[config.mk]
export PLATFORM = sky130hd
export DESIGN_NAME = cpu_datapath
export DESIGN_NICKNAME = d
export VERILOG_FILES = /design/src/rtl/lc3b_pkg.sv /design/src/rtl/fetch_unit.sv /design/src/rtl/issue_control.sv /design/src/rtl/regfile.sv /design/src/rtl/alu_rs_unit.sv /design/src/rtl/reorder_buffer.sv /design/src/rtl/cpu_datapath.sv
export SDC_FILE = /design/constraint.sdc
export NUM_CORES = 1
export LEC_CHECK = 0
export BUFFER_PORTS_ARGS = -buffer_cell sky130_fd_sc_hd__buf_2
export CORE_MARGIN = 2
export CORE_UTILIZATION = 58
export DETAILED_ROUTE_END_ITERATION = 8
export GPL_ROUTABILITY_DRIVEN = 1
export HOLD_SLACK_MARGIN = 0.1
export PLACE_DENSITY = 0.75
export SYNTH_ARGS = -nofsm -noshare
export SYNTH_HDL_FRONTEND = slang
export SYNTH_HIERARCHICAL = 1
export SYNTH_SLANG_ARGS = --single-unit
export TNS_END_PERCENT = 5
[constraint.sdc]
create_clock -name clk -period 5.38 [get_ports clk]
set_clock_uncertainty 0.05 [all_clocks]
set_input_delay 0.269 -clock clk [delete_from_list [all_inputs] [get_ports clk]]
set_output_delay 0.269 -clock clk [all_outputs]
set_load 0.01 [all_outputs]
[src/rtl/lc3b_pkg.sv]
package lc3b_pkg;

	localparam int rob_entries = 8;
	localparam int alu_stations = 3;
	localparam int reg_count = 8;

	typedef logic [15:0] lc3b_word;
	typedef logic [2:0] lc3b_reg;
	typedef logic [2:0] lc3b_rob_addr;

	// Opcode field of the ALU formats
	typedef enum logic [3:0] {
		op_add = 4'b0001,
		op_and = 4'b0101,
		op_not = 4'b1001
	} lc3b_opcode;

	typedef struct packed {
		logic valid;
		lc3b_rob_addr tag;
		lc3b_word value;
	} cdb_t;

	// Value when ready, otherwise the producing ROB tag
	typedef struct packed {
		logic ready;
		lc3b_rob_addr tag;
		lc3b_word value;
	} operand_t;

	typedef struct packed {
		logic valid;
		lc3b_opcode op;
		operand_t j;
		operand_t k;
		lc3b_rob_addr dest;
	} issue_t;

	typedef struct packed {
		logic valid;
		lc3b_reg dest;
		lc3b_word value;
	} commit_t;

endpackage

[src/rtl/fetch_unit.sv]
`timescale 1ns/100ps

module fetch_unit
	import lc3b_pkg::*;
(
	input logic clk,
	input logic rst_n,
	output logic imem_req,
	output lc3b_word imem_addr,
	input lc3b_word imem_rdata,
	input logic imem_ack,
	input logic take,
	output lc3b_word instr,
	output logic instr_valid
);

	typedef enum logic [1:0] {
		fetch_idle,
		fetch_req,
		fetch_release
	} fetch_state_t;

	fetch_state_t state;
	lc3b_word pc;

	always_ff @(posedge clk or negedge rst_n)
	begin
		if (!rst_n)
		begin
			state <= fetch_idle;
			pc <= '0;
			instr_valid <= 1'b0;
		end
		else
		begin
			case (state)
				fetch_idle:
				begin
					// Holding register must be empty before the next request
					if (!instr_valid && !imem_ack)
						state <= fetch_req;
				end
				fetch_req:
				begin
					if (imem_ack)
					begin
						state <= fetch_release;
						pc <= pc + 16'd2;
						instr_valid <= 1'b1;
					end
				end
				fetch_release:
				begin
					// Wait for the memory to drop ack
					if (!imem_ack)
						state <= fetch_idle;
				end
				default:
					state <= fetch_idle;
			endcase
			if (take)
				instr_valid <= 1'b0;
		end
	end

	always_ff @(posedge clk)
	begin
		if (state == fetch_req && imem_ack)
			instr <= imem_rdata;
	end

	assign imem_req = (state == fetch_req);
	// PC only moves on ack, so the address holds while req is high
	assign imem_addr = pc;

endmodule

[src/rtl/issue_control.sv]
`timescale 1ns/100ps

module issue_control
	import lc3b_pkg::*;
(
	input lc3b_word instr,
	input logic instr_valid,
	output logic take,
	input logic [alu_stations-1:0] stations_busy,
	input logic rob_full,
	input lc3b_rob_addr rob_tail,
	input cdb_t cdb,
	output lc3b_reg sr1,
	output lc3b_reg sr2,
	output lc3b_reg dest_ic,
	input operand_t sr1_in,
	input operand_t sr2_in,
	output lc3b_rob_addr rob_sr1_read_addr,
	output lc3b_rob_addr rob_sr2_read_addr,
	input operand_t rob_sr1_in,
	input operand_t rob_sr2_in,
	output issue_t issue,
	output logic [1:0] station_sel,
	output logic rob_alloc,
	output lc3b_reg rob_dest_in
);

	lc3b_opcode op;
	logic imm_form;
	lc3b_word imm5;
	logic station_free;

	// Register file, then finished ROB entry, then a same-cycle CDB match
	function automatic operand_t resolve(operand_t rf, operand_t rob, cdb_t bus);
		operand_t res;
		res = rf;
		if (!rf.ready)
		begin
			if (rob.ready)
			begin
				res.ready = 1'b1;
				res.value = rob.value;
			end
			else if (bus.valid && bus.tag == rf.tag)
			begin
				res.ready = 1'b1;
				res.value = bus.value;
			end
		end
		return res;
	endfunction

	assign op = lc3b_opcode'(instr[15:12]);
	assign dest_ic = instr[11:9];
	assign sr1 = instr[8:6];
	assign sr2 = instr[2:0];
	assign imm_form = instr[5];
	assign imm5 = {{11{instr[4]}}, instr[4:0]};

	// Busy registers name the ROB entry that will produce them
	assign rob_sr1_read_addr = sr1_in.tag;
	assign rob_sr2_read_addr = sr2_in.tag;
	assign rob_dest_in = dest_ic;

	// Lowest free station
	always_comb
	begin
		station_free = 1'b0;
		station_sel = '0;
		for (int i = alu_stations - 1; i >= 0; i--)
		begin
			if (!stations_busy[i])
			begin
				station_free = 1'b1;
				station_sel = 2'(i);
			end
		end
	end

	assign take = instr_valid && station_free && !rob_full;
	assign rob_alloc = take;

	always_comb
	begin
		issue.valid = take;
		issue.op = op;
		issue.dest = rob_tail;
		issue.j = resolve(sr1_in, rob_sr1_in, cdb);
		// NOT becomes XOR with all ones
		if (op == op_not)
			issue.k = '{ready: 1'b1, tag: 3'd0, value: 16'hffff};
		else if (imm_form)
			issue.k = '{ready: 1'b1, tag: 3'd0, value: imm5};
		else
			issue.k = resolve(sr2_in, rob_sr2_in, cdb);
	end

endmodule

[src/rtl/regfile.sv]
`timescale 1ns/100ps

module regfile
	import lc3b_pkg::*;
(
	input logic clk,
	input logic rst_n,
	input lc3b_reg sr1,
	input lc3b_reg sr2,
	input lc3b_reg dest_ic,
	input logic ld_busy,
	input lc3b_rob_addr rob_entry_in,
	output operand_t sr1_out,
	output operand_t sr2_out,
	input commit_t commit,
	input lc3b_rob_addr commit_tag
);

	lc3b_word value [reg_count];
	lc3b_rob_addr tag [reg_count];
	logic [reg_count-1:0] busy;

	always_ff @(posedge clk or negedge rst_n)
	begin
		if (!rst_n)
		begin
			busy <= '0;
			for (int i = 0; i < reg_count; i++)
			begin
				value[i] <= '0;
				tag[i] <= '0;
			end
		end
		else
		begin
			if (commit.valid)
			begin
				value[commit.dest] <= commit.value;
				// A newer writer keeps the register busy
				if (tag[commit.dest] == commit_tag)
					busy[commit.dest] <= 1'b0;
			end
			// Issue comes last so its busy flag wins
			if (ld_busy)
			begin
				busy[dest_ic] <= 1'b1;
				tag[dest_ic] <= rob_entry_in;
			end
		end
	end

	assign sr1_out = '{ready: !busy[sr1], tag: tag[sr1], value: value[sr1]};
	assign sr2_out = '{ready: !busy[sr2], tag: tag[sr2], value: value[sr2]};

endmodule

[src/rtl/alu_rs_unit.sv]
`timescale 1ns/100ps

module alu_rs_unit
	import lc3b_pkg::*;
(
	input logic clk,
	input logic rst_n,
	input issue_t issue,
	input logic [1:0] station_sel,
	input cdb_t cdb_in,
	output logic [alu_stations-1:0] busy_out,
	output cdb_t cdb_out
);

	issue_t station [alu_stations];
	logic [alu_stations-1:0] ready;
	logic grant_valid;
	logic [1:0] grant;
	lc3b_word result;

	always_comb
	begin
		for (int i = 0; i < alu_stations; i++)
			ready[i] = busy_out[i] && station[i].j.ready && station[i].k.ready;
	end

	// Fixed priority, station 0 first
	always_comb
	begin
		grant_valid = 1'b0;
		grant = '0;
		for (int i = alu_stations - 1; i >= 0; i--)
		begin
			if (ready[i])
			begin
				grant_valid = 1'b1;
				grant = 2'(i);
			end
		end
	end

	always_comb
	begin
		case (station[grant].op)
			op_and: result = station[grant].j.value & station[grant].k.value;
			op_not: result = station[grant].j.value ^ station[grant].k.value;
			default: result = station[grant].j.value + station[grant].k.value;
		endcase
	end

	// Station frees on the edge that puts its result on the CDB
	always_ff @(posedge clk or negedge rst_n)
	begin
		if (!rst_n)
		begin
			busy_out <= '0;
			cdb_out <= '0;
		end
		else
		begin
			if (grant_valid)
				busy_out[grant] <= 1'b0;
			if (issue.valid)
				busy_out[station_sel] <= 1'b1;
			cdb_out.valid <= grant_valid;
			cdb_out.tag <= station[grant].dest;
			cdb_out.value <= result;
		end
	end

	always_ff @(posedge clk)
	begin
		for (int i = 0; i < alu_stations; i++)
		begin
			if (issue.valid && station_sel == 2'(i))
				station[i] <= issue;
			else
			begin
				// Snoop the CDB for waiting operands
				if (!station[i].j.ready && cdb_in.valid && cdb_in.tag == station[i].j.tag)
				begin
					station[i].j.ready <= 1'b1;
					station[i].j.value <= cdb_in.value;
				end
				if (!station[i].k.ready && cdb_in.valid && cdb_in.tag == station[i].k.tag)
				begin
					station[i].k.ready <= 1'b1;
					station[i].k.value <= cdb_in.value;
				end
			end
		end
	end

endmodule

[src/rtl/reorder_buffer.sv]
`timescale 1ns/100ps

module reorder_buffer
	import lc3b_pkg::*;
(
	input logic clk,
	input logic rst_n,
	input logic alloc,
	input lc3b_reg dest_in,
	output lc3b_rob_addr tail,
	output logic full,
	input cdb_t cdb,
	input lc3b_rob_addr sr1_read_addr,
	input lc3b_rob_addr sr2_read_addr,
	output operand_t sr1_out,
	output operand_t sr2_out,
	output commit_t commit,
	output lc3b_rob_addr commit_tag
);

	logic [rob_entries-1:0] valid;
	logic [rob_entries-1:0] done;
	lc3b_reg dest [rob_entries];
	lc3b_word value [rob_entries];
	lc3b_rob_addr head;
	logic [$clog2(rob_entries):0] count;
	logic retire;

	assign full = (count == rob_entries);
	assign retire = valid[head] && done[head];

	// Pointers wrap on their own with eight entries
	always_ff @(posedge clk or negedge rst_n)
	begin
		if (!rst_n)
		begin
			valid <= '0;
			done <= '0;
			head <= '0;
			tail <= '0;
			count <= '0;
		end
		else
		begin
			if (alloc)
			begin
				valid[tail] <= 1'b1;
				done[tail] <= 1'b0;
				tail <= tail + 3'd1;
			end
			if (cdb.valid)
				done[cdb.tag] <= 1'b1;
			if (retire)
			begin
				valid[head] <= 1'b0;
				head <= head + 3'd1;
			end
			count <= count + 4'(alloc) - 4'(retire);
		end
	end

	always_ff @(posedge clk)
	begin
		if (alloc)
			dest[tail] <= dest_in;
		if (cdb.valid)
			value[cdb.tag] <= cdb.value;
	end

	// Finished results for issue
	assign sr1_out = '{ready: valid[sr1_read_addr] && done[sr1_read_addr],
		tag: sr1_read_addr, value: value[sr1_read_addr]};
	assign sr2_out = '{ready: valid[sr2_read_addr] && done[sr2_read_addr],
		tag: sr2_read_addr, value: value[sr2_read_addr]};

	// In-order retirement from the head
	assign commit = '{valid: retire, dest: dest[head], value: value[head]};
	assign commit_tag = head;

endmodule

[src/rtl/cpu_datapath.sv]
`timescale 1ns/100ps

module cpu_datapath
	import lc3b_pkg::*;
(
	input logic clk,
	input logic rst_n,
	output logic imem_req,
	output lc3b_word imem_addr,
	input lc3b_word imem_rdata,
	input logic imem_ack,
	output commit_t commit
);

	cdb_t cdb;
	lc3b_word instr;
	logic instr_valid;
	logic take;
	logic [alu_stations-1:0] stations_busy;
	logic rob_full;
	lc3b_rob_addr rob_tail;
	lc3b_reg sr1, sr2, dest_ic;
	operand_t rf_sr1, rf_sr2;
	operand_t rob_sr1, rob_sr2;
	lc3b_rob_addr rob_sr1_read_addr, rob_sr2_read_addr;
	issue_t issue;
	logic [1:0] station_sel;
	logic rob_alloc;
	lc3b_reg rob_dest_in;
	lc3b_rob_addr commit_tag;

	fetch_unit fetch_i (
		.clk, .rst_n,
		.imem_req, .imem_addr, .imem_rdata, .imem_ack,
		.take, .instr, .instr_valid
	);

	issue_control issue_i (
		.instr, .instr_valid, .take,
		.stations_busy, .rob_full, .rob_tail, .cdb,
		.sr1, .sr2, .dest_ic,
		.sr1_in(rf_sr1), .sr2_in(rf_sr2),
		.rob_sr1_read_addr, .rob_sr2_read_addr,
		.rob_sr1_in(rob_sr1), .rob_sr2_in(rob_sr2),
		.issue, .station_sel, .rob_alloc, .rob_dest_in
	);

	// Busy flag is set with the tag of the entry being allocated
	regfile regfile_i (
		.clk, .rst_n,
		.sr1, .sr2, .dest_ic,
		.ld_busy(rob_alloc), .rob_entry_in(rob_tail),
		.sr1_out(rf_sr1), .sr2_out(rf_sr2),
		.commit, .commit_tag
	);

	alu_rs_unit alu_rs_i (
		.clk, .rst_n,
		.issue, .station_sel,
		.cdb_in(cdb), .busy_out(stations_busy), .cdb_out(cdb)
	);

	reorder_buffer rob_i (
		.clk, .rst_n,
		.alloc(rob_alloc), .dest_in(rob_dest_in),
		.tail(rob_tail), .full(rob_full), .cdb,
		.sr1_read_addr(rob_sr1_read_addr), .sr2_read_addr(rob_sr2_read_addr),
		.sr1_out(rob_sr1), .sr2_out(rob_sr2),
		.commit, .commit_tag
	);

endmodule

* Word-level counts from Yosys, hierarchy flattened
Memories as Yosys holds them, arrays and structs flattened. Cells that the tools add are included.
Cells by class: mux-type cells 134, eq/ne operators 20, add/subtract/negate cells 6, $lt $le $gt $ge 24, reduce and logical (&&, ||, !) cells 57, bitwise gates (word level) 30
Operators by type and width (number):
- 16-bit 2-to-1 mux | 17
- 128-bit bitwise mux | 1
- 16-bit binary-select mux with 3-bit select | 2
- 1-bit 2-to-1 mux | 64
- 8-bit 2-to-1 mux | 7
- 16-bit demux with 3-bit select | 1
- 20-bit 2-to-1 mux | 2
- 1-bit logical AND | 39
- 3-bit by 4-bit < comparator with 1-bit output (second input constant) | 9
- 16-bit one-hot mux with 2 select lines | 1
- 3-bit binary-select mux with 3-bit select | 3
- 3-bit == test | 9
- 3-bit 2-to-1 mux | 9
- 8-bit AND | 3
- 1-bit binary-select mux with 3-bit select | 8
- 24-bit bitwise mux | 1
- 8-bit NOT | 3
- 8-bit OR | 3
- 2-bit 2-to-1 mux | 9
- 16-bit adder | 1
- 16-bit by 2-bit adder with 16-bit output (second input constant) | 1
- 16-bit AND | 1
- 4-bit >= comparator (second input constant) | 4
- 3-bit NOT with 4-bit output | 4
- other kinds (27) | 69
Word-level totals: input port bits 19, flip-flop bits (word level) 244, RAM bits 296, memories kept 3, output and inout bits 37, logic and storage cells 304
Memories:
- alu_rs_i.station | depth 3, bits a word 48, read ports 4, clocked after Yosys merged registers in 0, write ports 3, line alu_rs_unit.sv:15 | issue_t station [alu_stations];
- rob_i.value | depth 8, bits a word 16, read ports 3, clocked after Yosys merged registers in 0, write ports 1, line reorder_buffer.sv:24 | lc3b_word value [rob_entries];
- rob_i.dest | depth 8, bits a word 3, read ports 1, clocked after Yosys merged registers in 0, write ports 1, line reorder_buffer.sv:23 | lc3b_reg dest [rob_entries];

* Longest topological paths before layout
An unclocked memory read counts as a cell.
depth after elaboration 15, gate-level depth with buffers 17, gate-level depth less buffers 14

* By module
Netlist, hierarchy kept.
By module, submodules not included:
- reorder_buffer | area an instance 9515.4 um2, cells an instance 498, instances 1, sequential area each 5215.0 um2
- regfile | area an instance 8718.4 um2, cells an instance 566, instances 1, sequential area each 4003.8 um2
- alu_rs_unit | area an instance 8295.5 um2, cells an instance 683, instances 1, sequential area each 4789.6 um2
- fetch_unit | area an instance 1282.5 um2, cells an instance 86, instances 1, sequential area each 930.9 um2
- issue_control | area an instance 1277.5 um2, cells an instance 209, instances 1, sequential area each 0.0 um2

* Worst setup path before layout
OpenSTA, ideal clock, no wires.
path kind register to register, start register fetch_i.instr[0], end memory alu_rs_i/station[1][18] (netlist bit) (data pin), slack 1.346 ns, library setup time 0.260 ns, period minus slack after synthesis 4.034 ns, arrival time 3.724 ns, path buffers 8, stages on the path, launching flop included 17, data required time 5.070 ns, cell sequence edfxtp_1 > buf_4 > clkbuf_1 > buf_2 > mux4_2 > mux2_2 > buf_4 > clkbuf_8 > clkbuf_8 > mux4_2 > mux2i_1 > or2_2 > clkbuf_1 > a211oi_1 > clkbuf_1 > a31oi_1 > mux2_2
RTL lines:
- start, declared | line fetch_unit.sv:13 | output lc3b_word instr,
- start signal, assigned | line fetch_unit.sv:69 | instr <= imem_rdata;
- end, declared | line alu_rs_unit.sv:15

==> impl_results.md <==
* Hold Vio Cnt, Final at 0
* Critical Path RT at 5670 ps
* Drt via density at a little under 7
* Area Growth Syn to Fin at 8.09%
* Clk_lat worst skew at about 600 ps
* Total die area at just over 50000 µm²
* Row count at slightly above 80
* Worst hold path class: in2async
* Leakage at between 10 and 15 nW
* Pre-CTS WS at 1070 ps
* Remaining design rule violation count at 0
* Total power at 21.4 mW
* CP endpoint kind: register
* Element type at the critical path start: register
* Max cap viols at 0
* Root buffer cell: clkbuf_16
* Htree depth at 2
* CTS tree: yes
* Met3 Use GR at 0.0493
* Final instance area at about 31000 µm²
* Num CTS Buffers at 53
* First-pass GRT wire length at ~110000 µm
* Buffers added on ports at 54
* Antenna cells at 0
* Hold Slack at 210 ps
* Met1 GRT Util at 0.370
* Syn_nets at roughly 2100
* Detailed placer's ending HPWL at around 49000 µm
* Worst slew margin at 0.223
* Met2 usage at 0.486
* Core area at 49800 µm²
* CTS Buffer Depth at 3
* Final setup viols at 0
* Crit Path Max Fanout at 22
* Setup CP Type: reg2reg
* Reg-to-reg startpoint: fetch_i/instr[6]
* Post-layout min period at 4440 ps
* Placed instance area at ~29000 µm²
* Gr busiest metal: met2
* Worst Reg2Reg Path Length in Cells at 8
* Die X at 228 µm
* Cell count after synthesis at approximately 2000
* DRT iter0 DRCs at 2024
* Number of routed nets with antenna violations at 0
* Nets at between 2000 and 2500
* Crit share post-route at 0.825
* Outcome: complete, no violations
* Vias in the first global route at ~19000
* R2R Setup Slk at around 940 ps
* RSZ-0062 raised after global routing: no
* RePlAce Congestion at around 0.94
* Drt first pass iters at 5
* Routed via count at 18800
* Setup ws final at around 940 ps
* Setup TNS at 0 ps
* Peak supply drop at roughly 0.4 mV
* Slew @ Worst Pin at between 1000 and 1500 ps
* Fmax at roughly 230 MHz
* Yosys warning count at 6
* Largest net degree at the start of global routing at 138
* Congestion Overflow GR at 0
* Initial antenna violation count at 0
* Die Y at 228 µm
* Worst-path clk slew at around 60 ps
* Fraction of layout instances using a drive strength above 1 at 0.313
* I/O pin count at 56
* Mapped Area at 29000 µm²
* RR Endpoint: alu_rs_i/station[0][33]
* Drt total wl at 74600 µm
* Clk sink count at approximately 540
* Resize count post-CTS at 0
* WL per Instance at 27.0 µm
* Mean area per synthesized cell at ~14 µm²
* Final Slew Violations at 0
* PD cells at ~680 nW/µm²
* Initial Util at 0.584
* Total GRT Usage at 0.289
* Arrival time worst endpoint at 4730 ps
-- flip-flops by register name (all words and copies together) (netlist names), 3 cells and up --
register and cells:
rob_i/value 128, rob_i/dest 24, regfile_i/tag 24, rob_i/count 4, alu_rs_i/busy_out 3, fetch_i/instr 16
rob_i/valid 8, rob_i/tail 3, alu_rs_i/cdb_out 20, rob_i/done 8, regfile_i/busy 8, fetch_i/imem_addr 15
alu_rs_i/station 141, regfile_i/value 128, rob_i/commit_tag 3
-- layer usage --
layer | part of all wire | vias up | wire [µm]
li1 | - | 7951 | -
met1 | 0.38 | 9761 | 28300
met2 | 0.50 | 936 | 37100
met3 | 0.078 | 199 | 5820
met4 | 0.046 | 0 | 3420
met5 | 0 | - | 0
-- layout make-up --
class,count,area (µm²)
inverter,30,113
fill,3633,18400
clock inverter,29,348
tap,672,841
multi-input combinational,1312,13000
sequential,536,14900
clock buffer,68,1380
timing repair buffer,116,803
-- power breakdown --
part	internal, mW	switching (mW)	leakage (nW)
Combinational	4.69	5.69	5.37
Sequential	6.03	1.20	5.69
Clock	2.19	1.57	0.830
-- critical path, cell delays in order, from the launching register on --
cell and delay (ps):
edfxtp_1 580, mux4_2 550, mux2_2 590, mux4_2 560, mux2i_1 550, nand2_1 550
o22ai_1 280, a21oi_1 120, mux2_2 330
-- timing repair --
item / CTS / global route
setup buffers: 0 / 0
endpoints found under the hold margin: 109 / 0
hold buffers: 18 / 0
-- cell usage in the layout, fill, tap and decap left out, types with 54 or more instances in the layout --
master,n
o21ai_0,54
nand2_1,161
mux2_2,293
mux4_2,146
nor2_1,94
edfxtp_1,307
dfrtp_1,225
a21oi_1,76
-- worst max path at each step --
| stage | slack (ps) | startpoint | end |
|---|---|---|---|
| 3_5_place_dp | 1070 | fetch_i/instr[6] | alu_rs_i/station[0][28] |
| 2_1_floorplan | 1350 | fetch_i/instr[0] | alu_rs_i/station[1][18] |
| 5_1_grt | 790 | alu_rs_i/busy_out[0] | alu_rs_i/cdb_out[14] |
| 6_report | 940 | fetch_i/instr[6] | alu_rs_i/station[0][33] |
| 4_1_cts | 1060 | fetch_i/instr[6] | alu_rs_i/station[0][28] |
| 3_3_place_gp | 1240 | alu_rs_i/station[0][42] | alu_rs_i/cdb_out[15] |
-- metrics by stage --
stage,instances,util
floorplan,2036,-
global placement,2648,0.593
global route,2763,0.631
finish,2763,0.631
detailed placement,2648,0.593
CTS,2763,0.631
Power figures use the tool's default switching activity.
